`config.mk`:
```
export PLATFORM = sky130hd
export DESIGN_NAME = mem_wb_unit_flat
export DESIGN_NICKNAME = d
export VERILOG_FILES = /design/src/wisc_isa_pkg.sv /design/src/wisc_mem_pkg.sv /design/src/mem_bus_if.sv /design/src/mem_wb_unit.sv /design/src/flat_wrapper.sv
export SDC_FILE = /design/constraint.sdc
export NUM_CORES = 1
export LEC_CHECK = 0
export BUFFER_PORTS_ARGS = -buffer_cell sky130_fd_sc_hd__buf_2
export CAP_MARGIN = 20
export CORE_MARGIN = 2
export CORE_UTILIZATION = 26
export CTS_CLUSTER_DIAMETER = 80
export DETAILED_ROUTE_END_ITERATION = 6
export HOLD_SLACK_MARGIN = 0.03
export PLACE_DENSITY_LB_ADDON = 0.1
export SLEW_MARGIN = 10
export SYNTH_ARGS = -nofsm -noshare
export SYNTH_HDL_FRONTEND = slang
export SYNTH_SLANG_ARGS = --single-unit
```
`constraint.sdc`:
```
create_clock -name clk -period 0.89 [get_ports clk]
set_input_delay 0.1335 -clock clk [delete_from_list [all_inputs] [get_ports clk]]
set_output_delay 0.1335 -clock clk [all_outputs]
set_load 0.05 [all_outputs]
```
`src/wisc_isa_pkg.sv`:
```
// ISA definitions: data and register widths, instruction field widths, opcode and branch-condition enums
package wisc_isa_pkg;

	localparam int word_w  = 16;  // Datapath width
	localparam int reg_cnt = 16;  // Architectural registers, r0 reads zero
	localparam int reg_w   = 4;   // Register index width
	localparam int op_w    = 4;   // Opcode in bits 15:12
	localparam int cond_w  = 3;   // Branch condition, low bits of 11:8
	localparam int imm_w   = 8;   // LLB, LHB and BR immediate in 7:0
	localparam int shamt_w = 4;   // Shift amount or memory offset in 3:0

	typedef enum logic [op_w-1:0] {
		ADD  = 4'h0,  // Saturating
		SUB  = 4'h2,  // Saturating
		NAND = 4'h3,
		SLL  = 4'h5,
		SRL  = 4'h6,
		LW   = 4'h8,
		SW   = 4'h9,  // Stores the register named in 11:8
		LHB  = 4'ha,
		LLB  = 4'hb,
		BR   = 4'hc,
		HLT  = 4'hf
	} opcode_e;

	typedef enum logic [cond_w-1:0] {
		NE = 3'b000,
		EQ = 3'b001,
		GT = 3'b010,
		LT = 3'b011,
		GE = 3'b100,
		LE = 3'b101,
		OV = 3'b110,
		UN = 3'b111   // Unconditional
	} cond_e;

endpackage

```
`src/wisc_mem_pkg.sv`:
```
// Memory-system definitions: unified memory depth, word address width and arbiter grant encoding
package wisc_mem_pkg;

	localparam int mem_depth = 256;                // Words, code and data together
	localparam int addr_w    = $clog2(mem_depth);  // Low byte of a 16-bit address

	// Data port has priority over fetch
	typedef enum logic [1:0] {
		GNT_NONE  = 2'd0,
		GNT_FETCH = 2'd1,
		GNT_DATA  = 2'd2
	} grant_e;

endpackage

```
`src/mem_bus_if.sv`:
```
// Memory request interface for one requester, with requester and memory modports
interface mem_bus_if;
	import wisc_isa_pkg::*;
	import wisc_mem_pkg::*;

	logic              req;    // Access wanted this cycle
	logic              we;
	logic [addr_w-1:0] addr;
	logic [word_w-1:0] wdata;
	logic              gnt;    // Same cycle as req
	logic [word_w-1:0] rdata;  // One cycle after a granted read

	modport requester (
		output req, we, addr, wdata,
		input  gnt, rdata
	);

	modport mem (
		input  req, we, addr, wdata,
		output gnt, rdata
	);

endinterface

```
`src/mem_wb_unit.sv`:
```
// Memory and writeback stage: load and store requests, writeback select, register write and halt
module mem_wb_unit (
	input  logic                            clk,
	input  logic                            rst,
	input  logic [wisc_isa_pkg::word_w-1:0] result,
	input  logic [wisc_isa_pkg::word_w-1:0] store_data,
	input  logic [wisc_isa_pkg::reg_w-1:0]  dest,
	input  logic                            reg_we,
	input  logic                            mem_read,
	input  logic                            mem_write,
	input  logic                            is_halt,
	input  logic                            valid_in,
	mem_bus_if.requester                    bus,
	output logic                            mem_busy,
	output logic                            wb_en,
	output logic [wisc_isa_pkg::reg_w-1:0]  wb_reg,
	output logic [wisc_isa_pkg::word_w-1:0] wb_data,
	output logic                            halt
);
	import wisc_mem_pkg::*;

	logic ld_wait_q;  // LW granted, data arrives this cycle
	logic halt_q;
	logic live;       // Nothing retires once halted

	assign live = valid_in & ~halt_q;

	assign bus.req   = live & (mem_write | (mem_read & ~ld_wait_q));
	assign bus.we    = mem_write;
	assign bus.addr  = result[addr_w-1:0];
	assign bus.wdata = store_data;

	// LW holds EX/MEM for its request cycle
	assign mem_busy = live & ((mem_read & ~ld_wait_q) | (mem_write & ~bus.gnt));

	assign wb_en   = live & reg_we & (dest != '0) & (~mem_read | ld_wait_q);
	assign wb_reg  = dest;
	assign wb_data = mem_read ? bus.rdata : result;
	assign halt    = halt_q;

	always_ff @(posedge clk) begin
		if (rst) begin
			ld_wait_q <= 1'b0;
			halt_q    <= 1'b0;
		end else begin
			ld_wait_q <= bus.req & bus.gnt & mem_read;
			if (live & is_halt)
				halt_q <= 1'b1;  // Sticky until reset
		end
	end

endmodule

```
`src/flat_wrapper.sv`:
```
// flat-port wrapper written by rule: the top's interface ports become plain ports
module mem_wb_unit_flat import wisc_mem_pkg::*;
  (clk, rst, result, store_data, dest, reg_we, mem_read, mem_write, is_halt, valid_in, mem_busy, wb_en, wb_reg, wb_data, halt, bus_req, bus_we, bus_addr, bus_wdata, bus_gnt, bus_rdata);
  mem_bus_if bus_i ();
  input  logic clk;
  input  logic rst;
  input  logic [wisc_isa_pkg::word_w-1:0] result;
  input  logic [wisc_isa_pkg::word_w-1:0] store_data;
  input  logic [wisc_isa_pkg::reg_w-1:0] dest;
  input  logic reg_we;
  input  logic mem_read;
  input  logic mem_write;
  input  logic is_halt;
  input  logic valid_in;
  output logic mem_busy;
  output logic wb_en;
  output logic [wisc_isa_pkg::reg_w-1:0] wb_reg;
  output logic [wisc_isa_pkg::word_w-1:0] wb_data;
  output logic halt;
  output wire logic [$bits(bus_i.req)-1:0] bus_req;
  output wire logic [$bits(bus_i.we)-1:0] bus_we;
  output wire logic [$bits(bus_i.addr)-1:0] bus_addr;
  output wire logic [$bits(bus_i.wdata)-1:0] bus_wdata;
  input wire logic [$bits(bus_i.gnt)-1:0] bus_gnt;
  input wire logic [$bits(bus_i.rdata)-1:0] bus_rdata;
  assign bus_req = bus_i.req;
  assign bus_we = bus_i.we;
  assign bus_addr = bus_i.addr;
  assign bus_wdata = bus_i.wdata;
  assign bus_i.gnt = bus_gnt;
  assign bus_i.rdata = bus_rdata;
  mem_wb_unit u_core (.clk(clk), .rst(rst), .result(result), .store_data(store_data), .dest(dest), .reg_we(reg_we), .mem_read(mem_read), .mem_write(mem_write), .is_halt(is_halt), .valid_in(valid_in), .bus(bus_i), .mem_busy(mem_busy), .wb_en(wb_en), .wb_reg(wb_reg), .wb_data(wb_data), .halt(halt));
endmodule
```
# Yosys cells after proc, flatten, opt, wreduce, memory -nomap -nowiden
# Index checks and enable logic that the tools add are counted.
word_totals:
  regBits: 2
  output_inout_bits: 49
classes:
  muxes: 1
  bitwise: 18
  n_reduce_logical: 1
ops:
  columns: ["cell", "count"]
  rows:
  - ["$mux 16", 1]
  - ["$and 1x1->1", 11]
  - ["$not 1->1", 4]
  - ["$reduce_bool 4->1", 1]
  - ["$or 1x1->1", 3]

# Depth between registers and ports, before layout
logic_depth:
  ltp_word: 6
  ltp_mapped: 4

# Worst setup path after synthesis
# OpenSTA, ideal clock, no wires.
synth_timing:
  kind: "reg2out"
  from: "register u_core.halt_q (netlist: u_core.halt)"
  to: "output mem_busy"
  arrival_ns: 1.566
  setup_slack_ns: -0.809
  stages_incl_launch_ff: 4
  path_buffers: 0
  cell_sequence: "dfxtp_1 > nor2b_1 > o21ai_2 > a21oi_1"
synth_via:
  elab_chain_len: 3
synth_lines:
  columns: ["item", "line", "text"]
  rows:
  - ["start, declared", "mem_wb_unit.sv:23", "logic halt_q;"]
  - ["start signal, assigned", "mem_wb_unit.sv:44", "halt_q <= 1'b0;"]
  - ["start signal, assigned", "mem_wb_unit.sv:48", "halt_q <= 1'b1;"]
  - ["$not 1->1", "mem_wb_unit.sv:26", "assign live = valid_in & ~halt_q;"]
  - ["$and 1x1->1", "mem_wb_unit.sv:26", null]
  - ["$and 1x1->1", "mem_wb_unit.sv:34", "assign mem_busy = live & ((mem_read & ~ld_wait_q) | (mem_write & ~bus.gnt));"]
  - ["end, declared", "flat_wrapper.sv:15", "output logic mem_busy;"]
# No other way between the ends.

# Worst setup path in the final report
layout_timing:
  from: "register u_core.ld_wait_q"
  to: "output bus_req"
layout_via:
  elab_chain_len: 4
layout_lines:
  columns: ["item", "line", "text"]
  rows:
  - ["start, declared", "mem_wb_unit.sv:22", "logic ld_wait_q;"]
  - ["start signal, assigned", "mem_wb_unit.sv:46", "ld_wait_q <= bus.req & bus.gnt & mem_read;"]
  - ["$not 1->1", "mem_wb_unit.sv:28", "assign bus.req = live & (mem_write | (mem_read & ~ld_wait_q));"]
  - ["$and 1x1->1", "mem_wb_unit.sv:28", null]
  - ["$or 1x1->1", "mem_wb_unit.sv:28", null]
  - ["$and 1x1->1", "mem_wb_unit.sv:28", null]
  - ["end, declared", "flat_wrapper.sv:20", "output wire logic [$bits(bus_i.req)-1:0] bus_req;"]
# No other way between the ends.

==> results.cfg <==
[status]
outcome = finished with violations
violations = negative setup slack

[synth]
syn_inst = 62
synth_async_sr_flop_share_pct = 0
synth_top_family_by_area = buffers and inverters
synth_top_area_cell = buf_4
netlist.area_leader.share_pct = 37.6
yosys.area_share.simple_pct = 9.29
synthAdderAreaFrac_pct = 0
synth.area.mux_share_pct = 36.9
synth-compound-area-share_pct = 3.24
synth_edf_count = 0
ys.flop_type = dfxtp_1
synthTopCellsByArea = buf_4, mux2_4, mux2_2, dfxtp_1, buf_12
synth_common_cells = buf_4, mux2_4, mux2_2
synth_xor_area_share_pct = 0
yosysWarnings = 0
synth_nets = 122
seq_area_frac_synth_pct = 6.91
avgSynthCellArea_sq_um = 9.34
synth_cell_types = 17
synth_area_sq_um = 579
synth_seq_cells = 2
yosysMostFrequentCell = buf_4

[timing]
slew_headroom_pct = 82.0
period_share_pct = 142
setup_violations = 21
hold_violations = 0
fin_ws_ns = -0.378
tightest_slew_ns = 0.268
drv_slew = 0
finalCriticalPeriod_ns = 1.27
finClkSkew_ns = 0.0130
rsz0062_at_grt = true
fmax_mhz = 789

[power_and_ir_drop]
power_density_nw_per_um2 = 1110
vdd_drop_max_mv = 0.740
p_leak_nw = 0.616

[die]
start_util_pct = 27.0
die_h_um = 51.2
io_pins = 109
die_area_sq_um = 2620
core_area_sq_um = 2150
die_w_um = 51.2
rows = 17

[cells_and_area]
finalNonFillerCells = 147
antenna_cells = 0
utilization_pct = 52.1
n_fill_cell = 199
syn_to_final_growth_pct = 93.3
drive_gt1_share_pct = 95.0
finalNetCount = 180

[global_routing]
overflow = 0
grt_max_degree = 9
antenna_found_initial = 0
grt_pass1_wl_mm = 2.33
track_usage_pct = 11.4
grt_pass1_vias = 603

[clocking]
cts_tree = yes
cts_buffers = 3
clock_sinks = 2
h-tree-depth = 1
clock_path_buffers = 2
clock-root-buffer = clkbuf_4
clock_latency_ns = 0.23
clk_pin_slew_worst_paths_ns = 0.04

[worst_setup_path]
worstPathArrival_ns = 1.13
startpoint_type = register
crit_type = reg2out
crit_required_ns = 0.76
max_stage_delay_ns = 0.31
end_kind = output port
worstPathCellList = and2b_2, o21ai_4, inv_2, buf_8
path_max_fanout = 3
cp_slowest_cell = dfxtp_2

[placement]
port_buffers = 76
post-dp-hpwl_mm = 1.27
routabilityCongestion = 0.670
dp_slack_ns = -0.228
place_inst = 140

[detailed_routing]
drc = 0
vias = 615
detail_route.wl_per_cell_um = 10.9
ant_nets = 0
dr.pass1.iters = 2
wirelength_mm = 1.60
vias_per_cell = 4.18
drt_iter0_drc = 2

[hold_path]
min_path_type = in2reg

[flow_run]
maxCapViolCount = 0
## cells by family after synthesis
group,count (synthesis)
buffers and inverters,32
muxes,16
AOI/OAI and AO/OA,3
DFF,2
and+or+nand+nor,9
## timing repair
action	CTS	global route
setup endpoints to repair	21	21
buffers inserted	4	0
hold buffers	0	0
resized for setup	67	1
pin swaps	2	1
## flip-flops by register name, indices dropped and copies added, names as in the netlist
register / flops
u_core.ld_wait_q: 1
u_core.halt: 1
## placed cells by master, fill, tap and decap left out
cell type | Yosys | routed
buf_8 | 0 | 10
dfxtp_2 | 0 | 1
nor2_1 | 2 | 1
mux2_4 | 9 | 16
and2b_2 | 1 | 1
buf_12 | 1 | 3
a21oi_1 | 2 | 1
nor2b_4 | 0 | 1
clkbuf_4 | 0 | 3
inv_2 | 0 | 1
nor3_2 | 1 | 1
buf_6 | 1 | 14
nor4_1 | 1 | 1
nand2b_1 | 1 | 1
o21ai_4 | 0 | 1
nor2_4 | 0 | 1
buf_4 | 29 | 2
a21oi_4 | 0 | 1
nand2_1 | 1 | 1
buf_2 | 0 | 55
dfxtp_4 | 0 | 1
nand3_2 | 0 | 1
clkbuf_1 | 0 | 1
## layout make-up
type	count	area, sq um	area share (%)
clock buffer	4	26.3	2.35
inverter	1	3.75	0.335
multi-input combinational	28	352	31.4
sequential	2	45.0	4.02
tap	28	35.0	3.13
timing repair buffer	84	658	58.8
## through the flow
step	setup TNS (ns)	power (W)	area [sq um]	hold slack, ns
final	-2.70	0.00124	1120	0.0846
after global routing	-3.08	0.00129	1120	0.0887
after CTS	-2.84	0.00125	1110	0.0828
after detailed placement	-4.16	0.000825	838	0.267
after global placement	-4.03	0.000823	838	0.267
after floorplan	-0.547	0.000859	618	0.196
## routing by layer
metal  up-vias  GRT usage [%]  wire length [um]
met2        57           22.1               849
met4         0           5.86                 0
met1       268           10.4               475
met5         -              0                 0
li1        290              -                 -
met3         0           3.51               275
## worst max-delay path: cells and delay by family (launching register included)
| kind | cells | cell delay [ns] |
|---|---|---|
| AND/OR/NAND/NOR | 1 | 0.22 |
| buffers and inverters | 2 | 0.21 |
| AO/OA/AOI/OAI | 1 | 0.18 |
| flip-flops | 1 | 0.31 |
## power by group
group	switching (W)	total, W	internal [W]
Sequential	0.00000386	0.0000976	0.0000938
Combinational	0.000516	0.000918	0.000401
Clock	0.0000620	0.000229	0.000167
Total	0.000582	0.00124	0.000662
## worst paths after layout
check	startpoint	end	slack, ns	cells after the start
setup / recovery	u_core.ld_wait_q	bus_req	-0.38	4
hold / removal	rst	u_core.halt	0.08	2
setup reg to reg	u_core.ld_wait_q	u_core.ld_wait_q	-0.33	7
hold reg to reg	u_core.halt	u_core.halt	0.61	3
No activity file was read; power rests on OpenSTA's default activity.
