File: src/wisc_isa_pkg.sv
// ISA definitions: data and register widths, instruction field widths, opcode and branch-condition enums
package wisc_isa_pkg;

	localparam int word_w  = 16;  // Datapath width
	localparam int reg_cnt = 16;  // Architectural registers, r0 reads zero
	localparam int reg_w   = 4;   // Register index width
	localparam int op_w    = 4;   // Opcode in bits 15:12
	localparam int cond_w  = 3;   // Branch condition, low bits of 11:8
	localparam int imm_w   = 8;   // LLB, LHB and BR immediate in 7:0
	localparam int shamt_w = 4;   // Shift amount or memory offset in 3:0

	typedef enum logic [op_w-1:0] {
		ADD  = 4'h0,  // Saturating
		SUB  = 4'h2,  // Saturating
		NAND = 4'h3,
		SLL  = 4'h5,
		SRL  = 4'h6,
		LW   = 4'h8,
		SW   = 4'h9,  // Stores the register named in 11:8
		LHB  = 4'ha,
		LLB  = 4'hb,
		BR   = 4'hc,
		HLT  = 4'hf
	} opcode_e;

	typedef enum logic [cond_w-1:0] {
		NE = 3'b000,
		EQ = 3'b001,
		GT = 3'b010,
		LT = 3'b011,
		GE = 3'b100,
		LE = 3'b101,
		OV = 3'b110,
		UN = 3'b111   // Unconditional
	} cond_e;

endpackage

File: src/wisc_mem_pkg.sv
// Memory-system definitions: unified memory depth, word address width and arbiter grant encoding
package wisc_mem_pkg;

	localparam int mem_depth = 256;                // Words, code and data together
	localparam int addr_w    = $clog2(mem_depth);  // Low byte of a 16-bit address

	// Data port has priority over fetch
	typedef enum logic [1:0] {
		GNT_NONE  = 2'd0,
		GNT_FETCH = 2'd1,
		GNT_DATA  = 2'd2
	} grant_e;

endpackage

File: src/mem_bus_if.sv
// Memory request interface for one requester, with requester and memory modports
interface mem_bus_if;
	import wisc_isa_pkg::*;
	import wisc_mem_pkg::*;

	logic              req;    // Access wanted this cycle
	logic              we;
	logic [addr_w-1:0] addr;
	logic [word_w-1:0] wdata;
	logic              gnt;    // Same cycle as req
	logic [word_w-1:0] rdata;  // One cycle after a granted read

	modport requester (
		output req, we, addr, wdata,
		input  gnt, rdata
	);

	modport mem (
		input  req, we, addr, wdata,
		output gnt, rdata
	);

endinterface

File: src/fetch_unit.sv
// Fetch stage: program counter, instruction request with retry, IF/ID register with flush and stall
module fetch_unit (
	input  logic                            clk,
	input  logic                            rst,
	mem_bus_if.requester                    bus,
	input  logic                            stall,
	input  logic                            mem_busy,
	input  logic                            branch_taken,
	input  logic [wisc_isa_pkg::word_w-1:0] branch_target,
	input  logic                            halt,
	output logic [wisc_isa_pkg::word_w-1:0] instr,
	output logic [wisc_isa_pkg::word_w-1:0] pc,
	output logic                            valid
);
	import wisc_isa_pkg::*;
	import wisc_mem_pkg::*;

	logic [word_w-1:0] fetch_pc_q;    // Next address to request
	logic              pend_q;        // Word from last cycle's grant is on rdata
	logic [word_w-1:0] pend_pc_q;
	logic              hold_q;        // Word parked while decode is held
	logic [word_w-1:0] hold_instr_q;
	logic [word_w-1:0] hold_pc_q;
	logic              advance;       // Decode takes the IF/ID word this cycle

	assign advance = ~stall & ~mem_busy;
	assign valid   = hold_q | pend_q;
	assign instr   = hold_q ? hold_instr_q : bus.rdata;
	assign pc      = hold_q ? hold_pc_q : pend_pc_q;

	// One request per cycle, only if the IF/ID slot is free next cycle
	assign bus.req   = ~halt & ~branch_taken & (~valid | advance);
	assign bus.we    = 1'b0;
	assign bus.addr  = fetch_pc_q[addr_w-1:0];
	assign bus.wdata = '0;

	always_ff @(posedge clk) begin
		if (rst) begin
			fetch_pc_q <= '0;
			pend_q     <= 1'b0;
			pend_pc_q  <= '0;
			hold_q     <= 1'b0;
		end else begin
			pend_q    <= bus.req & bus.gnt;  // Denied request leaves a bubble
			pend_pc_q <= fetch_pc_q;
			if (branch_taken)
				fetch_pc_q <= branch_target;
			else if (bus.req & bus.gnt)
				fetch_pc_q <= fetch_pc_q + 1'b1;
			hold_q <= ~branch_taken & valid & ~advance;  // Flush drops the word
		end
	end

	always_ff @(posedge clk) begin
		if (valid & ~advance) begin
			hold_instr_q <= instr;
			hold_pc_q    <= pc;
		end
	end

endmodule

File: src/flat_wrapper.sv
// flat-port wrapper written by rule: the top's interface ports become plain ports
module fetch_unit_flat import wisc_isa_pkg::*; import wisc_mem_pkg::*;
  (clk, rst, stall, mem_busy, branch_taken, branch_target, halt, instr, pc, valid, bus_req, bus_we, bus_addr, bus_wdata, bus_gnt, bus_rdata);
  mem_bus_if bus_i ();
  input  logic clk;
  input  logic rst;
  input  logic stall;
  input  logic mem_busy;
  input  logic branch_taken;
  input  logic [wisc_isa_pkg::word_w-1:0] branch_target;
  input  logic halt;
  output logic [wisc_isa_pkg::word_w-1:0] instr;
  output logic [wisc_isa_pkg::word_w-1:0] pc;
  output logic valid;
  output wire logic [$bits(bus_i.req)-1:0] bus_req;
  output wire logic [$bits(bus_i.we)-1:0] bus_we;
  output wire logic [$bits(bus_i.addr)-1:0] bus_addr;
  output wire logic [$bits(bus_i.wdata)-1:0] bus_wdata;
  input wire logic [$bits(bus_i.gnt)-1:0] bus_gnt;
  input wire logic [$bits(bus_i.rdata)-1:0] bus_rdata;
  assign bus_req = bus_i.req;
  assign bus_we = bus_i.we;
  assign bus_addr = bus_i.addr;
  assign bus_wdata = bus_i.wdata;
  assign bus_i.gnt = bus_gnt;
  assign bus_i.rdata = bus_rdata;
  fetch_unit u_core (.clk(clk), .rst(rst), .bus(bus_i), .stall(stall), .mem_busy(mem_busy), .branch_taken(branch_taken), .branch_target(branch_target), .halt(halt), .instr(instr), .pc(pc), .valid(valid));
endmodule
File: config.mk
export PLATFORM = sky130hd
export DESIGN_NAME = fetch_unit_flat
export DESIGN_NICKNAME = d
export VERILOG_FILES = /design/src/wisc_isa_pkg.sv /design/src/wisc_mem_pkg.sv /design/src/mem_bus_if.sv /design/src/fetch_unit.sv /design/src/flat_wrapper.sv
export SDC_FILE = /design/constraint.sdc
export NUM_CORES = 1
export LEC_CHECK = 0
export BUFFER_PORTS_ARGS = -buffer_cell sky130_fd_sc_hd__buf_2
export CORE_UTILIZATION = 52
export CTS_BUF_LIST = sky130_fd_sc_hd__clkbuf_4 sky130_fd_sc_hd__clkbuf_8
export CTS_CLUSTER_DIAMETER = 120
export CTS_CLUSTER_SIZE = 12
export DETAILED_ROUTE_END_ITERATION = 16
export GPL_TIMING_DRIVEN = 0
export PLACE_DENSITY = 0.79
export SYNTH_ARGS = -nofsm -noshare
export SYNTH_HDL_FRONTEND = slang
export SYNTH_SLANG_ARGS = --single-unit
File: constraint.sdc
create_clock -name clk -period 2.8 [get_ports clk]
set_clock_uncertainty 0.15 [all_clocks]
set_input_delay 0.28 -clock clk [delete_from_list [all_inputs] [get_ports clk]]
set_output_delay 0.28 -clock clk [all_outputs]
set_load 0.1 [all_outputs]
# ---- Word level (Yosys, flattened, before mapping)
# Index checks and enable logic that the tools add are counted.
# W data, S select, Z words.
dict set report totals {
  input_bits 39
  reg_bits 66
  output_inout_bits 59
}
dict set report classes {
  bitwise_logic 15
  n_reduce_logical 1
  n_addsub 1
  muxes 4
}
# op n
set op_table {}
lappend op_table {{$mux W16} 4}
lappend op_table {{$add A16 B1 Y16 const B} 1}
lappend op_table {{$and A1 B1 Y1} 7}
lappend op_table {{$not A1 Y1} 6}
lappend op_table {{$or A1 B1 Y1} 2}
lappend op_table {{$reduce_bool A2 Y1} 1}

# ---- Logic depth before layout (Yosys ltp)
dict set report logic_depth {
  word_depth 7
  depth_mapped 7
}

# ---- Worst setup path before layout
# Ideal clock, no wire load.
dict set report synth_path {
  path_type {flip-flop to output port}
  startpoint {reg u_core.hold_q}
  endpoint {out bus_req}
  arrival_time_ns 2.926
  stages_incl_launch_ff 6
  n_path_buf 2
  slack_ns -0.556
  required_ns 2.370
  path_cell_list {dfxtp_1 > buf_6 > o22ai_4 > inv_2 > buf_6 > nor3_1}
}
dict set report synth_between {
  elab_chain_cells 4
}
# item line
set synth_rtl {}
lappend synth_rtl {{start: declaration} fetch_unit.sv:21} ;# logic hold_q;
lappend synth_rtl {{start signal: assignment} fetch_unit.sv:50} ;# hold_q <= ~branch_taken & valid & ~advance;
lappend synth_rtl {{$or A1 B1 Y1} fetch_unit.sv:27} ;# assign valid = hold_q | pend_q;
lappend synth_rtl {{$not A1 Y1} fetch_unit.sv:32} ;# assign bus.req = ~halt & ~branch_taken & (~valid | advance);
lappend synth_rtl {{$or A1 B1 Y1} fetch_unit.sv:32}
lappend synth_rtl {{$and A1 B1 Y1} fetch_unit.sv:32}
lappend synth_rtl {{end: declaration} flat_wrapper.sv:15} ;# output wire logic [$bits(bus_i.req)-1:0] bus_req;
# Every way passes these cells.

# ---- Worst setup path in the final report
dict set report layout_path {
  startpoint {reg u_core.hold_q}
  endpoint {out pc[0] (netlist bit)}
}
dict set report layout_between {
  elab_chain_cells 1
}
# item line
set layout_rtl {}
lappend layout_rtl {{$mux W16} fetch_unit.sv:29} ;# assign pc = hold_q ? hold_pc_q : pend_pc_q;
lappend layout_rtl {{end: declaration} flat_wrapper.sv:13} ;# output logic [wisc_isa_pkg::word_w-1:0] pc;
# Every way passes these cells.

==> summary.txt <==
CTS
  • Clk sinks: between 60 and 70
  • Root buf cell: clkbuf_8
  • Hold buffer count at cts: 0
  • Max Buffers Root-to-Sink: 2
  • Num CTS Buffers: 9
  • Post_cts resized: 0
  • Postcts setup bufs: 0
  • Worst skew pair latency: 0.34 ns
  • H-tree levels: 3
  • Worst-path clk slew: roughly 0.060 ns
  • CTS tree: done

Floorplanning
  • Core area: 0.00547 mm^2
  • Site Rows: 27
  • Initial Util: 53.9%
  • DIE AREA: 0.00598 mm^2
  • Ports: 98
  • Die Y: around 77 um
  • Die Width: between 70 and 80 um

Cells and area
  • Share of cells above drive strength 1: about 46%
  • Ant. Diodes: 0
  • Final nets: 390
  • Area Overhead vs Synth: 24.4%
  • FF/Latch Area: 0.00164 mm^2
  • Final-layout fill cell count: 444
  • Final Instance Area: around 0.0037 mm^2
  • Multi-input combinational cell area: ~0.0011 mm^2

Global route
  • Largest net degree at the start of global routing: between 40 and 50
  • Initial antenna violation count: 0
  • Total GRT Usage: a little over a fifth
  • First-pass GRT wire length: roughly 9.4 mm
  • Vias in the first global route: between 1,500 and 2,000
  • Grt ovf: 0

STA
  • Tcrit/Tclk final: between 80% and 90%
  • Fmax achieved: around 0.4 GHz
  • Finish-stage setup viols: 0
  • Setup TNS: 0 ns
  • Final min period: 2.46 ns
  • Worst Hold Slack: approximately 0.022 ns
  • Final max-slew violation count: 0
  • Relative slew slack: between 50% and 60%
  • RSZ-0062 raised after global routing: no
  • Least-Margin Pin Slew: roughly 0.66 ns
  • Final Hold Fails: 0

Drt
  • Final WL: between 5 and 6 mm
  • DR vias/cell: between 5 and 6
  • Antenna-violating nets left: 0
  • Vias: roughly 2,200
  • Pre-Repair DR Iteration Count: 4
  • Wirelength per Cell: about 14 um
  • Post-route DRC: 0
  • DR iter-0 viols: 114

Synthesis
  • Netlist Area Pre-Place: a little under 0.003 mm^2
  • #FFs+latches synth: 66
  • Predominant post-synthesis flop cell: dfxtp_1
  • Top cell type's share of synthesized area: around a third
  • Ys async rst share: 0%
  • Cell count after synthesis: between 200 and 250
  • Synth warn: 0
  • Seq/Total Area, Yosys: a little under three fifths
  • Post-synth EDFFs: 32
  • Synthesized area per cell: 12.1 um^2
  • Synth top area cells: edfxtp_1 33%, dfxtp_1 23%, mux2_2 12%, buf_4 6.4%, nor2b_1 3.0%
  • Distinct cell type count after synthesis: between 40 and 50
  • Synth area leader: edfxtp_1

Power
  • Clock power frac: between 20% and 30%
  • Max VDD drop: 392 uV
  • Int Power: about 0.0015 W
  • Flop pwr share: approximately 46%
  • Leak pwr: between 1.5 and 2 nW
  • Power Dens Cells: between 600 and 700 mW/mm^2
  • Power share of the combinational group: about a quarter
  • Switching Share: about 36%
  • NetSw: approximately 0.00083 W

Placement
  • DP Area: around 0.0035 mm^2
  • GP Congestion: roughly 0.81
  • Port buffer count: 80
  • Placed wire-length estimate: about 4.2 mm

Outcome
  • Status: completed

Critical path
  • Startpoint Class: flip-flop
  • Crit path max fanout: 10
  • Setup crit end kind: output pin
  • Critical path arrival: 2.03 ns
  • Required time at the worst-slack endpoint: ~2.4 ns
  • Setup CP Type: flip-flop to output pin

Hold path
  • Min-delay worst type: primary input to flip-flop

Flow run
  • Maxcap violations: 0
cell families (layout without fill, tap and decap cells):
group | after synthesis | after routing | synth area share (%)
AND/OR/NAND/NOR | 69 | 69 | 13.5
flip-flops | 66 | 66 | 55.6
buffers and inverters | 42 | 138 | 9.03
multiplexers | 32 | 32 | 12.2
AO/OA/AOI/OAI | 26 | 26 | 7.33
XOR/XNOR | 6 | 6 | 1.78
adder cells (fa/ha/maj) | 1 | 1 | 0.424
other | 1 | 17 | 0.127
flip-flops by register name (all words and copies together) (netlist names):
name and cells:
u_core.fetch_pc_q 16, u_core.hold_instr_q 16, u_core.hold_pc_q 16, u_core.pend_pc_q 16, u_core.hold_q 1, u_core.pend_q 1
power by group through the flow:
stage / registers (W) / clock network [W] / logic (W)
final: 0.00108 / 0.000682 / 0.000559
after detailed placement: 0.00110 / 0 / 0.000559
after CTS: 0.00108 / 0.000687 / 0.000560
after global placement: 0.00109 / 0 / 0.000555
after floorplan: 0.00109 / 0 / 0.000479
after global routing: 0.00108 / 0.000734 / 0.000580
layer usage:
metal	track usage (%)	wire length (um)	vias up
met1	26.4	2560	1011
li1	-	-	1054
met5	0	0	-
met3	5.29	371	12
met2	32.5	2850	82
met4	11.7	136	0
metrics by stage:
step	setup WS (ns)	instances	total power [W]	utilization, %
after detailed placement	0.508	411	0.00166	64.1
after global routing	0.229	427	0.00239	67.1
after CTS	0.317	427	0.00232	67.1
after global placement	0.547	411	0.00165	64.1
after floorplan	0.309	259	0.00157	-
final	0.341	427	0.00232	67.1
final timing paths:
check	start	endpoint	slack, ns	cells after the start
min reg2reg	u_core.fetch_pc_q[10]	u_core.pend_pc_q[10]	0.35	1
min	rst	u_core.pend_pc_q[0]	0.02	2
max	u_core.hold_q	pc[0]	0.34	4
max reg2reg	u_core.hold_q	u_core.fetch_pc_q[13]	0.52	7
synthesized netlist by cell type (2+ instances only):
cell type	instances
buf_6	2
buf_4	25
or4_1	2
nand3_1	2
edfxtp_1	32
nor2_1	18
or2_2	2
o21ai_0	4
nor2b_1	14
nand2_1	7
xnor2_1	5
a211oi_1	6
o31ai_1	2
nand4_1	4
a311oi_1	8
mux2_2	32
dfxtp_1	34
or3_1	4
inv_1	5
nor3_1	5
clkbuf_1	9
worst max-delay path, stage by stage, from the launching register on:
cell and delay, ns:
dfxtp_1 0.32, buf_6 0.13, clkbuf_1 0.52, mux2_2 0.29, buf_2 0.43
cell usage in the layout (no fill, tap or decap), types with 9 or more instances in the layout:
master	count
edfxtp_1	32
conb_1	17
nor2b_1	14
buf_4	25
mux2_2	32
clkbuf_8	9
clkbuf_1	9
dfxtp_1	34
nor2_1	18
buf_2	80
cell type report:
class                           instances  share of cell area (%)
Multi-Input combinational cell        151                    30.2
Timing Repair Buffer                   80                    10.9
Buffer                                 36                    6.64
Tap cell                               72                    2.45
Inverter                                6                   0.613
Clock inverter                          6                   0.920
Clock buffer                           10                    3.58
Sequential cell                        66                    44.7
(Power assumes the default switching activity.)
