File: src/wisc_isa_pkg.sv
// ISA definitions: data and register widths, instruction field widths, opcode and branch-condition enums
package wisc_isa_pkg;

	localparam int word_w  = 16;  // Datapath width
	localparam int reg_cnt = 16;  // Architectural registers, r0 reads zero
	localparam int reg_w   = 4;   // Register index width
	localparam int op_w    = 4;   // Opcode in bits 15:12
	localparam int cond_w  = 3;   // Branch condition, low bits of 11:8
	localparam int imm_w   = 8;   // LLB, LHB and BR immediate in 7:0
	localparam int shamt_w = 4;   // Shift amount or memory offset in 3:0

	typedef enum logic [op_w-1:0] {
		ADD  = 4'h0,  // Saturating
		SUB  = 4'h2,  // Saturating
		NAND = 4'h3,
		SLL  = 4'h5,
		SRL  = 4'h6,
		LW   = 4'h8,
		SW   = 4'h9,  // Stores the register named in 11:8
		LHB  = 4'ha,
		LLB  = 4'hb,
		BR   = 4'hc,
		HLT  = 4'hf
	} opcode_e;

	typedef enum logic [cond_w-1:0] {
		NE = 3'b000,
		EQ = 3'b001,
		GT = 3'b010,
		LT = 3'b011,
		GE = 3'b100,
		LE = 3'b101,
		OV = 3'b110,
		UN = 3'b111   // Unconditional
	} cond_e;

endpackage

File: src/execute_unit.sv
// Execute stage: saturating ALU, halfword merges, Z/N/V flags, branch resolution, EX/MEM register
module execute_unit (
	input  logic                            clk,
	input  logic                            rst,
	input  wisc_isa_pkg::opcode_e           op,
	input  wisc_isa_pkg::cond_e             cond,
	input  logic [wisc_isa_pkg::reg_w-1:0]  rd,
	input  logic [wisc_isa_pkg::word_w-1:0] src_a,
	input  logic [wisc_isa_pkg::word_w-1:0] src_b,
	input  logic [wisc_isa_pkg::imm_w-1:0]  imm,
	input  logic [wisc_isa_pkg::word_w-1:0] pc,
	input  logic                            valid_in,
	input  logic                            mem_busy,
	output logic                            branch_taken,
	output logic [wisc_isa_pkg::word_w-1:0] branch_target,
	output logic [wisc_isa_pkg::word_w-1:0] result,
	output logic [wisc_isa_pkg::word_w-1:0] store_data,
	output logic [wisc_isa_pkg::reg_w-1:0]  dest,
	output logic                            reg_we,
	output logic                            mem_read,
	output logic                            mem_write,
	output logic                            is_halt,
	output logic                            valid_out
);
	import wisc_isa_pkg::*;

	logic [word_w-1:0]  off_ext;
	logic [word_w-1:0]  imm_ext;
	logic [shamt_w-1:0] shamt;
	logic [word_w-1:0]  sum;
	logic [word_w-1:0]  diff;
	logic [word_w-1:0]  sat_val;   // Clamp toward the sign of src_a
	logic               add_ovf;
	logic               sub_ovf;
	logic [word_w-1:0]  alu_y;
	logic               flag_z;
	logic               flag_n;
	logic               flag_v;
	logic               taken_cond;
	logic               fire;      // Instruction leaves EX this cycle

	assign shamt   = imm[shamt_w-1:0];
	assign off_ext = {{(word_w-shamt_w){imm[shamt_w-1]}}, shamt};
	assign imm_ext = {{(word_w-imm_w){imm[imm_w-1]}}, imm};
	assign sum     = src_a + src_b;
	assign diff    = src_a - src_b;
	assign sat_val = {src_a[word_w-1], {(word_w-1){~src_a[word_w-1]}}};
	assign add_ovf = (src_a[word_w-1] == src_b[word_w-1]) && (sum[word_w-1] != src_a[word_w-1]);
	assign sub_ovf = (src_a[word_w-1] != src_b[word_w-1]) && (diff[word_w-1] != src_a[word_w-1]);

	always_comb begin
		case (op)
			ADD:     alu_y = add_ovf ? sat_val : sum;
			SUB:     alu_y = sub_ovf ? sat_val : diff;
			NAND:    alu_y = ~(src_a & src_b);
			SLL:     alu_y = src_a << shamt;
			SRL:     alu_y = src_a >> shamt;
			LLB:     alu_y = {src_a[word_w-1:imm_w], imm};
			LHB:     alu_y = {imm, src_a[imm_w-1:0]};
			LW, SW:  alu_y = src_a + off_ext;  // Word address
			default: alu_y = '0;
		endcase
	end

	always_comb begin
		case (cond)
			NE:      taken_cond = ~flag_z;
			EQ:      taken_cond = flag_z;
			GT:      taken_cond = ~flag_z & ~flag_n;
			LT:      taken_cond = flag_n;
			GE:      taken_cond = ~flag_n;
			LE:      taken_cond = flag_n | flag_z;
			OV:      taken_cond = flag_v;
			default: taken_cond = 1'b1;  // UN
		endcase
	end

	assign fire          = valid_in & ~mem_busy;
	assign branch_taken  = fire & (op == BR) & taken_cond;
	assign branch_target = pc + 1'b1 + imm_ext;

	always_ff @(posedge clk) begin
		if (rst) begin
			flag_z <= 1'b0;
			flag_n <= 1'b0;
			flag_v <= 1'b0;
		end else if (fire && op inside {ADD, SUB, NAND, SLL, SRL}) begin
			flag_z <= (alu_y == '0);
			flag_n <= alu_y[word_w-1];
			if (op inside {ADD, SUB})
				flag_v <= (op == ADD) ? add_ovf : sub_ovf;
		end
	end

	always_ff @(posedge clk) begin
		if (rst) begin
			valid_out <= 1'b0;
			reg_we    <= 1'b0;
			mem_read  <= 1'b0;
			mem_write <= 1'b0;
			is_halt   <= 1'b0;
		end else if (~mem_busy) begin
			valid_out <= valid_in;
			reg_we    <= valid_in & (op inside {ADD, SUB, NAND, SLL, SRL, LW, LHB, LLB});
			mem_read  <= valid_in & (op == LW);
			mem_write <= valid_in & (op == SW);
			is_halt   <= valid_in & (op == HLT);
		end
	end

	always_ff @(posedge clk) begin
		if (~mem_busy) begin
			result     <= alu_y;
			store_data <= src_b;
			dest       <= rd;
		end
	end

endmodule

File: config.mk
export PLATFORM = sky130hd
export DESIGN_NAME = execute_unit
export DESIGN_NICKNAME = d
export VERILOG_FILES = /design/src/wisc_isa_pkg.sv /design/src/execute_unit.sv
export SDC_FILE = /design/constraint.sdc
export NUM_CORES = 1
export LEC_CHECK = 0
export BUFFER_PORTS_ARGS = -buffer_cell sky130_fd_sc_hd__buf_2
export CAP_MARGIN = 20
export CORE_UTILIZATION = 35
export CTS_CLUSTER_SIZE = 25
export DETAILED_ROUTE_END_ITERATION = 7
export REMOVE_ABC_BUFFERS = 1
export SLEW_MARGIN = 30
export SYNTH_ARGS = -nofsm -noshare
export SYNTH_HDL_FRONTEND = slang
export SYNTH_SLANG_ARGS = --single-unit
File: constraint.sdc
create_clock -name clk -period 5.65 [get_ports clk]
set_input_delay 0.565 -clock clk [delete_from_list [all_inputs] [get_ports clk]]
set_output_delay 0.565 -clock clk [all_outputs]
set_load 0.05 [all_outputs]
# After elaboration in Yosys (flattened, before gate mapping)
# Cells that the tools add are included.
# totals
register_bits	44
in_bits	71
output_inout_bits	58
word_cells	69
# op_classes
add_sub_neg	5
eq_ne	20
shifts	2
mux	5
n_bitwise	15
reduce_logical	11
# ops
operator	count
case mux 16 bit (8 select lines)	1
adder 16 bit	3
two-way mux 16 bit	2
equality test 4 bit (second input constant)	6
adder 16 x 1 -> 16 bit (second input constant)	1
AND 16 bit	1
zero test 16 bit	1
NOT 16 bit	1
left shift 16 x 4 -> 16 bit	1
right shift 16 x 4 -> 16 bit	1
subtractor 16 bit	1
equality test 3 bit (second input constant)	3
AND 1 bit	8
equality test 4 x 2 -> 1 bit (second input constant)	2
equality test 4 x 3 -> 1 bit (second input constant)	2
nonzero test 8 bit	1
case mux 1 bit (7 select lines)	1
equality test 3 x 2 -> 1 bit (second input constant)	2
nonzero test 5 bit	1
zero test 4 bit	1
NOT 1 bit	4
equality test 3 x 1 -> 1 bit (second input constant)	1
logical AND 1 bit	3
zero test 3 bit	1
other kinds (7)	9

# Longest topological paths before layout
# Gate-level depths: netlist of run 1.
# logic_depth
ltp_word	6
mapped_depth	21
mapped_depth_nobuf	20

# Least setup slack after synthesis of run 1
# No wires, ideal clock.
# synth_path
path_kind	input to register
from	input port src_b[5] (netlist name)
to	register flag_z
setup_time_ns	0.069
t_arrival_ns	4.922
required_ns	5.581
setup_slack_ns	0.659
path_stages	21
cell_sequence	inv_1 > ha_1 > clkbuf_1 > o21ai_0 > a21oi_1 > o31ai_1 > o311ai_0 > o21ai_0 > nand2b_1 > a21oi_1 > fa_1 > nand2b_1 > a21oi_1 > o21ai_0 > or4b_1 > a211o_1 > or3_1 > or4_1 > nor4_1 > nand4bb_1 > o21ai_1
# synth_between
elab_chain_len	6
# synth_lines
element	line	text
from (decl)	execute_unit.sv:9	input logic [wisc_isa_pkg::word_w-1:0] src_b,
subtractor 16 bit or adder 16 bit (tied branches)	execute_unit.sv:46, execute_unit.sv:45	
!= test 1 bit, on equally long branches	execute_unit.sv:49, execute_unit.sv:48	
logical AND 1 bit, on equally long branches	execute_unit.sv:49, execute_unit.sv:48	
two-way mux 16 bit, on equally long branches	execute_unit.sv:54, execute_unit.sv:53	
case mux 16 bit (8 select lines) (*)	execute_unit.sv:52	case (op)
via alu_y[0]	execute_unit.sv:35	logic [word_w-1:0] alu_y;
zero test 16 bit (*)	execute_unit.sv:88	flag_z <= (alu_y == '0);
to (signal assigned)	execute_unit.sv:88	
to (decl)	execute_unit.sv:36	logic flag_z;
# Mark *: on every way through the listed nets, which the timed path passes. The rest lies on a longest branch.
# A chain may end at the register's enable or synchronous reset.

# Final worst setup path of run 1
# Same ends and word-level chain as after synthesis.

==> summary.txt, run 1 <==
Clocking
  • Postcts setup bufs: 0
  • CTS Hold Bufs: 0
  • Post-cts gate resize count: 0
  • CTS sink count: 44
  • CTS clk-pin slew, worst paths: 0.06 ns
  • Root buffer cell: clkbuf_16
  • TritonCTS buffer count: 5
  • Worst-Skew Late Latency: 0.29 ns
  • Clk buf depth: 2
  • CTS tree: done
  • # H-tree levels: 2

Power and ir drop
  • Lkg Pwr: 0.00344 uW
  • Flop pwr share: 24.3%
  • Pwr dens: 203 mW/mm^2
  • Internal power: 883 uW
  • Sw Ratio: 45.0%
  • Sw Pwr: 723 uW
  • Power share of the clock group: 20.7%
  • IR Drop Worst-Case VDD: 0.114 mV
  • Combinational power share: 54.9%

Synth
  • Avg Inst Size Synth: 7.90 sq um
  • Most common cell in the netlist: nor2_1
  • Top area cells in the synthesized netlist: edfxtp_1, ha_1, o21ai_0
  • Area share of and/or/nand/nor cells after synthesis: 21.9%
  • Prevailing post-synth register cell: edfxtp_1
  • Syn Inst Count: 853
  • Yosys warns: 0
  • Post-synthesis cell area: 0.00674 sq mm
  • Yosys top cell area share: 16.0%
  • Synth area leader: edfxtp_1
  • Combinational family with the most area after synthesis: compound AO/OA/AOI/OAI gates
  • Post-Synth Adder-Cell Area: 13.1%
  • Post-synth ARST share: 0%
  • Yosys cell types: 78
  • Compound-gate portion of the synthesized area: 26.3%
  • Synth Area in XOR/XNOR: 5.20%
  • Number of synthesized flops with an enable pin: 36
  • Top cell types by occurrence after synthesis: nor2_1, nand2_1, o21ai_0, ha_1, a21oi_1
  • Post-synthesis mux area share: 9.97%
  • Yosys reg bits: 44
  • Sequential share of the synthesized area: 18.4%

Worst setup path
  • CP endpoint kind: flip-flop
  • CP max FO: 5
  • Req. time, crit path: 5.88 ns
  • Kind of critical path: in2reg
  • Crit path DAT: 5.58 ns
  • Startpoint types: primary input

Timing
  • Clock skew: 0 ns
  • Highest clock rate: 187 MHz
  • Slew HR: 31.3%
  • Max-slew violation count: 0
  • RSZ-0062 raised after global routing: false
  • Fin crit share: 94.8%
  • Setup TNS: 0 ns
  • # setup viols final: 0
  • Final Critical Period: 5.35 ns
  • Hold Fails Final Rpt: 0
  • Slew @ Worst Pin: 1.03 ns

Global routing
  • Initial antenna violation count: 0
  • All-Layer GR Usage: 24.5%
  • Vias in the first global route: 6731
  • Global-route wire length before repair: 37.5 mm
  • Overflow after GRT: 0
  • Pin count of the biggest net entering global routing: 37

Floorplanning
  • Site Rows: 50
  • DIE AREA: 0.0198 sq mm
  • I/O pin count: 129
  • Initial core utilization: 35.9%
  • Die Y: 141 um
  • Core area: 0.0188 sq mm
  • Chip width: 141 um

Run
  • MaxCap Viol Count: 0

Place
  • RePlAce Congestion: 1.03
  • Detail Placement HPWL: 19.4 mm
  • Port Buffers: 128
  • Inst Count DP: 1200

Route
  • Vias per Instance: 5.99
  • Routed Antenna Nets: 0
  • DRC: 0
  • Routed WL per cell: 20.4 um
  • First drt pass iteration count: 5
  • Vias after detailed routing: 7241
  • Drt total wl: 24.6 mm
  • Initial drt markers: 522

Cells and area
  • Share of layout cells above drive strength 1: 20.7%
  • Post-Layout Cell Count: 1208
  • Layout area overhead: 17.1%
  • Fin nets: 1111
  • Antenna diodes: 0

Hold path
  • Hold Crit Class: in2reg

Outcome
  • Outcome: completed
[per-layer routing]
layer / routed length, um / track usage (%) / share of wire [%]
met1: 10900 / 33.0 / 44
met3: 2060 / 3.67 / 8.4
met2: 10900 / 39.1 / 44
met4: 807 / 10.1 / 3.3
met5: 0 / 0 / 0
[flip-flops by register name (all words and copies together), names as in the netlist]
signal      flops
result         16
flag_v          1
store_data     16
flag_n          1
valid_out       1
reg_we          1
is_halt         1
mem_write       1
dest            4
flag_z          1
mem_read        1
[layout make-up]
type | instances | area (sq um)
Fill cell | 1943 | 10900
Multi-Input combinational cell | 721 | 5160
Sequential cell | 44 | 1240
Timing Repair Buffer | 161 | 888
Tap cell | 234 | 293
Inverter | 40 | 150
Clock buffer | 5 | 125
Clock inverter | 3 | 37.5
[kinds of logic after synthesis]
kind of cell,after synthesis
fa+ha+maj,68
xor+xnor,40
compound gates,267
flops,44
buf+inv,88
simple gates,292
mux,54
[layout by cell type, fill, tap and decap left out, drive strengths merged, types with 10 or more instances in the layout]
master,Yosys,layout
buf,10,161
nor2,77,77
nand2,70,70
o21ai,66,66
ha,62,62
a21oi,60,60
inv,40,40
edfxtp,36,36
mux2i,30,30
xnor2,26,26
nand3,25,25
nor3,22,22
nor2b,20,20
nand2b,15,15
mux2,15,15
xor2,14,14
a21o,13,13
o211ai,12,12
o21bai,11,11
o2111ai,10,10
[worst paths after layout]
path                                              to  cells after the start  slack, ns                 start
worst max register to register   flag_n$_SDFFE_PP0P_                      2       5.03   flag_n$_SDFFE_PP0P_
worst max-delay path             flag_z$_SDFFE_PP0P_                     22       0.30              src_b[5]
worst min-delay path               dest[0]$_DFFE_PN_                      1       0.44                 rd[0]
worst min register to register  is_halt$_SDFFE_PP0N_                      2       0.49  is_halt$_SDFFE_PP0N_
[stage by stage]
step                      worst slack, ns  area [sq um]  util, %  total power [uW]  hold slack [ns]
final                               0.295          7900     42.1              1610            0.443
after global routing               0.0459          7900     42.1              1690            0.441
after global placement              0.218          7730     41.2              1260            0.475
after floorplan                     0.791          6550        -               988            0.458
after CTS                           0.316          7900     42.1              1600            0.438
after detailed placement           0.0309          7730     41.2              1260            0.478
[power groups by stage]
stage	Sequential, uW	Combinational, uW	Clock, uW
after floorplan	496	491	0
after detailed placement	398	866	0
after CTS	391	871	340
after global routing	393	944	354
after global placement	398	865	0
final	391	882	333
[worst max-delay path, cell delays in order]
cell and delay, ns:
buf_2 0.11, inv_1 0.05, ha_1 0.28, o21ai_0 0.18, a21oi_1 0.19, o31ai_1 0.08, buf_4 0.16, o311ai_1 0.32
o21ai_0 0.17, nand2b_1 0.11, a21oi_1 0.09, fa_1 0.60, nand2b_1 0.16, a21oi_1 0.07, o21ai_0 0.18, or4b_1 0.47
a211o_1 0.30, or3_1 0.34, or4_1 0.43, nor4_1 0.43, nand4bb_1 0.16, o21ai_1 0.13
No activity file was read; power rests on OpenSTA's default activity.
==> run 2, diff against run 1 <==
--- a/config.mk
+++ b/config.mk
@@ -8,6 +8,7 @@
 export BUFFER_PORTS_ARGS = -buffer_cell sky130_fd_sc_hd__buf_2
 export CAP_MARGIN = 20
 export CORE_UTILIZATION = 35
+export CTS_BUF_LIST = sky130_fd_sc_hd__clkbuf_8
 export CTS_CLUSTER_SIZE = 25
 export DETAILED_ROUTE_END_ITERATION = 7
 export REMOVE_ABC_BUFFERS = 1
==> run 2 against run 1 <==
  * Hold slack got worse by 0.024 ns
  * Sequential share of layout area rose by 0.11 points
  * Design area fell by 0.71%
  * Fmax rose by 0.44%
  * Count of clock-buffer cells in the layout did not move
  * Routed wire length rose by 0.15%
  * Non-clock buffer count did not move
  * Die area did not move
  * Largest cell class unchanged
==> summary.txt, run 2 (synthesis gave the netlist of run 1 again) <==
Global routing
  • All-Layer GR Usage: 24.5% (unchanged)
  • Global-route wire length before repair: 37.5 mm (+0.11%)
  • Pin count of the biggest net entering global routing: 37 (unchanged)
  • Vias in the first global route: 6753 (+0.33%)
  • Overflow after GRT: 0 (unchanged)
  • Initial antenna violation count: 0 (unchanged)

Timing
  • Clock skew: 0 ns (unchanged)
  • # setup viols final: 0 (unchanged)
  • Hold WS: 0.419 ns (-0.0241 ns)
  • Highest clock rate: 188 MHz (+0.44%)
  • RSZ-0062 raised after global routing: false
  • Setup TNS: 0 ns (unchanged)
  • Max-slew violation count: 0 (unchanged)
  • Final Critical Period: 5.33 ns (-0.0236 ns)
  • Hold Fails Final Rpt: 0 (unchanged)
  • Slew HR: 31.5% (+0.21 points)
  • Slew @ Worst Pin: 1.02 ns (-0.00314 ns)
  • Fin crit share: 94.4% (-0.42 points)

Cells and area
  • Layout area overhead: 16.3%
  • Commonest cells after routing, fill and taps aside: buf_2, nor2_1, nand2_1, o21ai_0, ha_1
  • Fin nets: 1111 (unchanged)
  • Largest registers: result (16), store_data (16), dest (4)
  • Post-layout util: 41.8% (-0.30 points)
  • Antenna diodes: 0 (unchanged)
  • Share of layout cells above drive strength 1: 20.7% (unchanged)
  • Post-Layout Inst Area: 0.00784 sq mm (-0.71%)
  • Commonest non-fill, non-tap cell in the layout: buf_2
  • Post-Layout Cell Count: 1208 (unchanged)

Floorplanning
  • Chip width: 141 um (unchanged)
  • Die Y: 141 um (unchanged)
  • I/O pin count: 129 (unchanged)
  • Initial core utilization: 35.9% (unchanged)
  • Site Rows: 50 (unchanged)
  • DIE AREA: 0.0198 sq mm (unchanged)
  • Core area: 0.0188 sq mm (unchanged)

Power and ir drop
  • Lkg Pwr: 0.00341 uW (-0.75%)
  • IR Drop Worst-Case VDD: 0.0799 mV (-30%)
  • Pwr dens: 194 mW/mm^2 (-4.6%)

Place
  • RePlAce Congestion: 1.03 (unchanged)
  • Port Buffers: 128 (unchanged)
  • Detail Placement HPWL: 19.4 mm (unchanged)
  • Inst Count DP: 1200 (unchanged)
  • Dpl cell area: 0.00773 sq mm (unchanged)

Route
  • Drt total wl: 24.6 mm (+0.15%)
  • Routed WL per cell: 20.4 um (+0.15%)
  • Vias per Instance: 5.99 (about the same)
  • Routed Antenna Nets: 0 (unchanged)
  • DRC: 0 (unchanged)
  • Vias after detailed routing: 7234 (-0.097%)
  • Initial drt markers: 617 (+18%)
  • First drt pass iteration count: 5 (unchanged)

Outcome
  • Outcome: completed

Worst setup path
  • Startpoint types: primary input
  • CP max FO: 5 (unchanged)
  • Slowest-stage cell, CP: fa_1
  • Cell breakdown of the critical path: buf_2, inv_1, ha_1, o21ai_0, a21oi_1, o31ai_1, buf_4, o311ai_1, o21ai_0, nand2b_1, a21oi_1, fa_1, nand2b_1, a21oi_1, o21ai_0, or4b_1, a211o_1, or3_1, or4_1, nor4_1, nand4bb_1, o21ai_1
  • Reg2Reg Depth: 2 (unchanged)
  • Crit path DAT: 5.58 ns (about the same)
  • Worst Path Buf+Inv: 3 (unchanged)
  • WP depth: 22 (unchanged)
  • Kind of critical path: in2reg
  • Family with the most delay on the worst path: simple AND/OR/NAND/NOR gates
  • Req. time, crit path: 5.90 ns (+0.02 ns)
  • Max stage delay on crit path: 0.60 ns (about the same)
  • CP endpoint kind: flip-flop

Clocking
  • Worst-Skew Late Latency: 0.31 ns (+0.02 ns)
  • CTS Hold Bufs: 0 (unchanged)
  • Root buffer cell: clkbuf_8
  • Clk buf depth: 2 (unchanged)
  • CTS sink count: 44 (unchanged)
  • CTS clk-pin slew, worst paths: 0.09 ns (+0.03 ns)
  • TritonCTS buffer count: 5 (unchanged)
  • # H-tree levels: 2 (unchanged)
  • CTS tree: done

Hold path
  • WHS Path Cells: 1 (unchanged)
  • Hold Crit Class: in2reg

Run
  • MaxCap Viol Count: 0 (unchanged)
## run 2: area by class of cell
cell class,count,area (sq um)
fill,1950,10900
multi-input combinational,721,5160
sequential,44,1240
timing repair buffer,161,888
tap,234,293
inverter,40,150
clock buffer,5,68.8
clock inverter,3,37.5
## run 2: repair_timing
item                       4_1_cts  5_1_grt
resized for setup                0        1
setup endpoints to repair        0        1
setup buffers                    0        0
## run 2: stage by stage
step           power (uW)  worst slack (ns)
2_1_floorplan         988             0.791
3_3_place_gp         1260             0.218
3_5_place_dp         1260            0.0309
4_1_cts              1510             0.341
5_1_grt              1600            0.0752
6_report             1520             0.319
## run 2: layer usage
metal	up-vias	routed length [um]	track usage (%)
met3	61	2010	4.08
met2	329	10800	38.6
met4	0	918	10.8
li1	3450	-	-
met1	3394	10900	32.8
met5	-	0	0
## run 2: path summary, 6_finish.rpt
kind                                           start                    to  slack [ns]
worst min register to register  is_halt$_SDFFE_PP0N_  is_halt$_SDFFE_PP0N_        0.49
worst max-delay path                        src_b[5]   flag_z$_SDFFE_PP0P_        0.32
worst min-delay path                           rd[0]     dest[0]$_DFFE_PN_        0.42
worst max register to register   flag_n$_SDFFE_PP0P_   flag_n$_SDFFE_PP0P_        5.02
## run 2: report_power, final
part | total, uW | switching [uW] | internal (uW)
logic | 882 | 589 | 293
registers | 390 | 6.71 | 383
clock network | 249 | 120 | 129
total | 1520 | 715 | 806
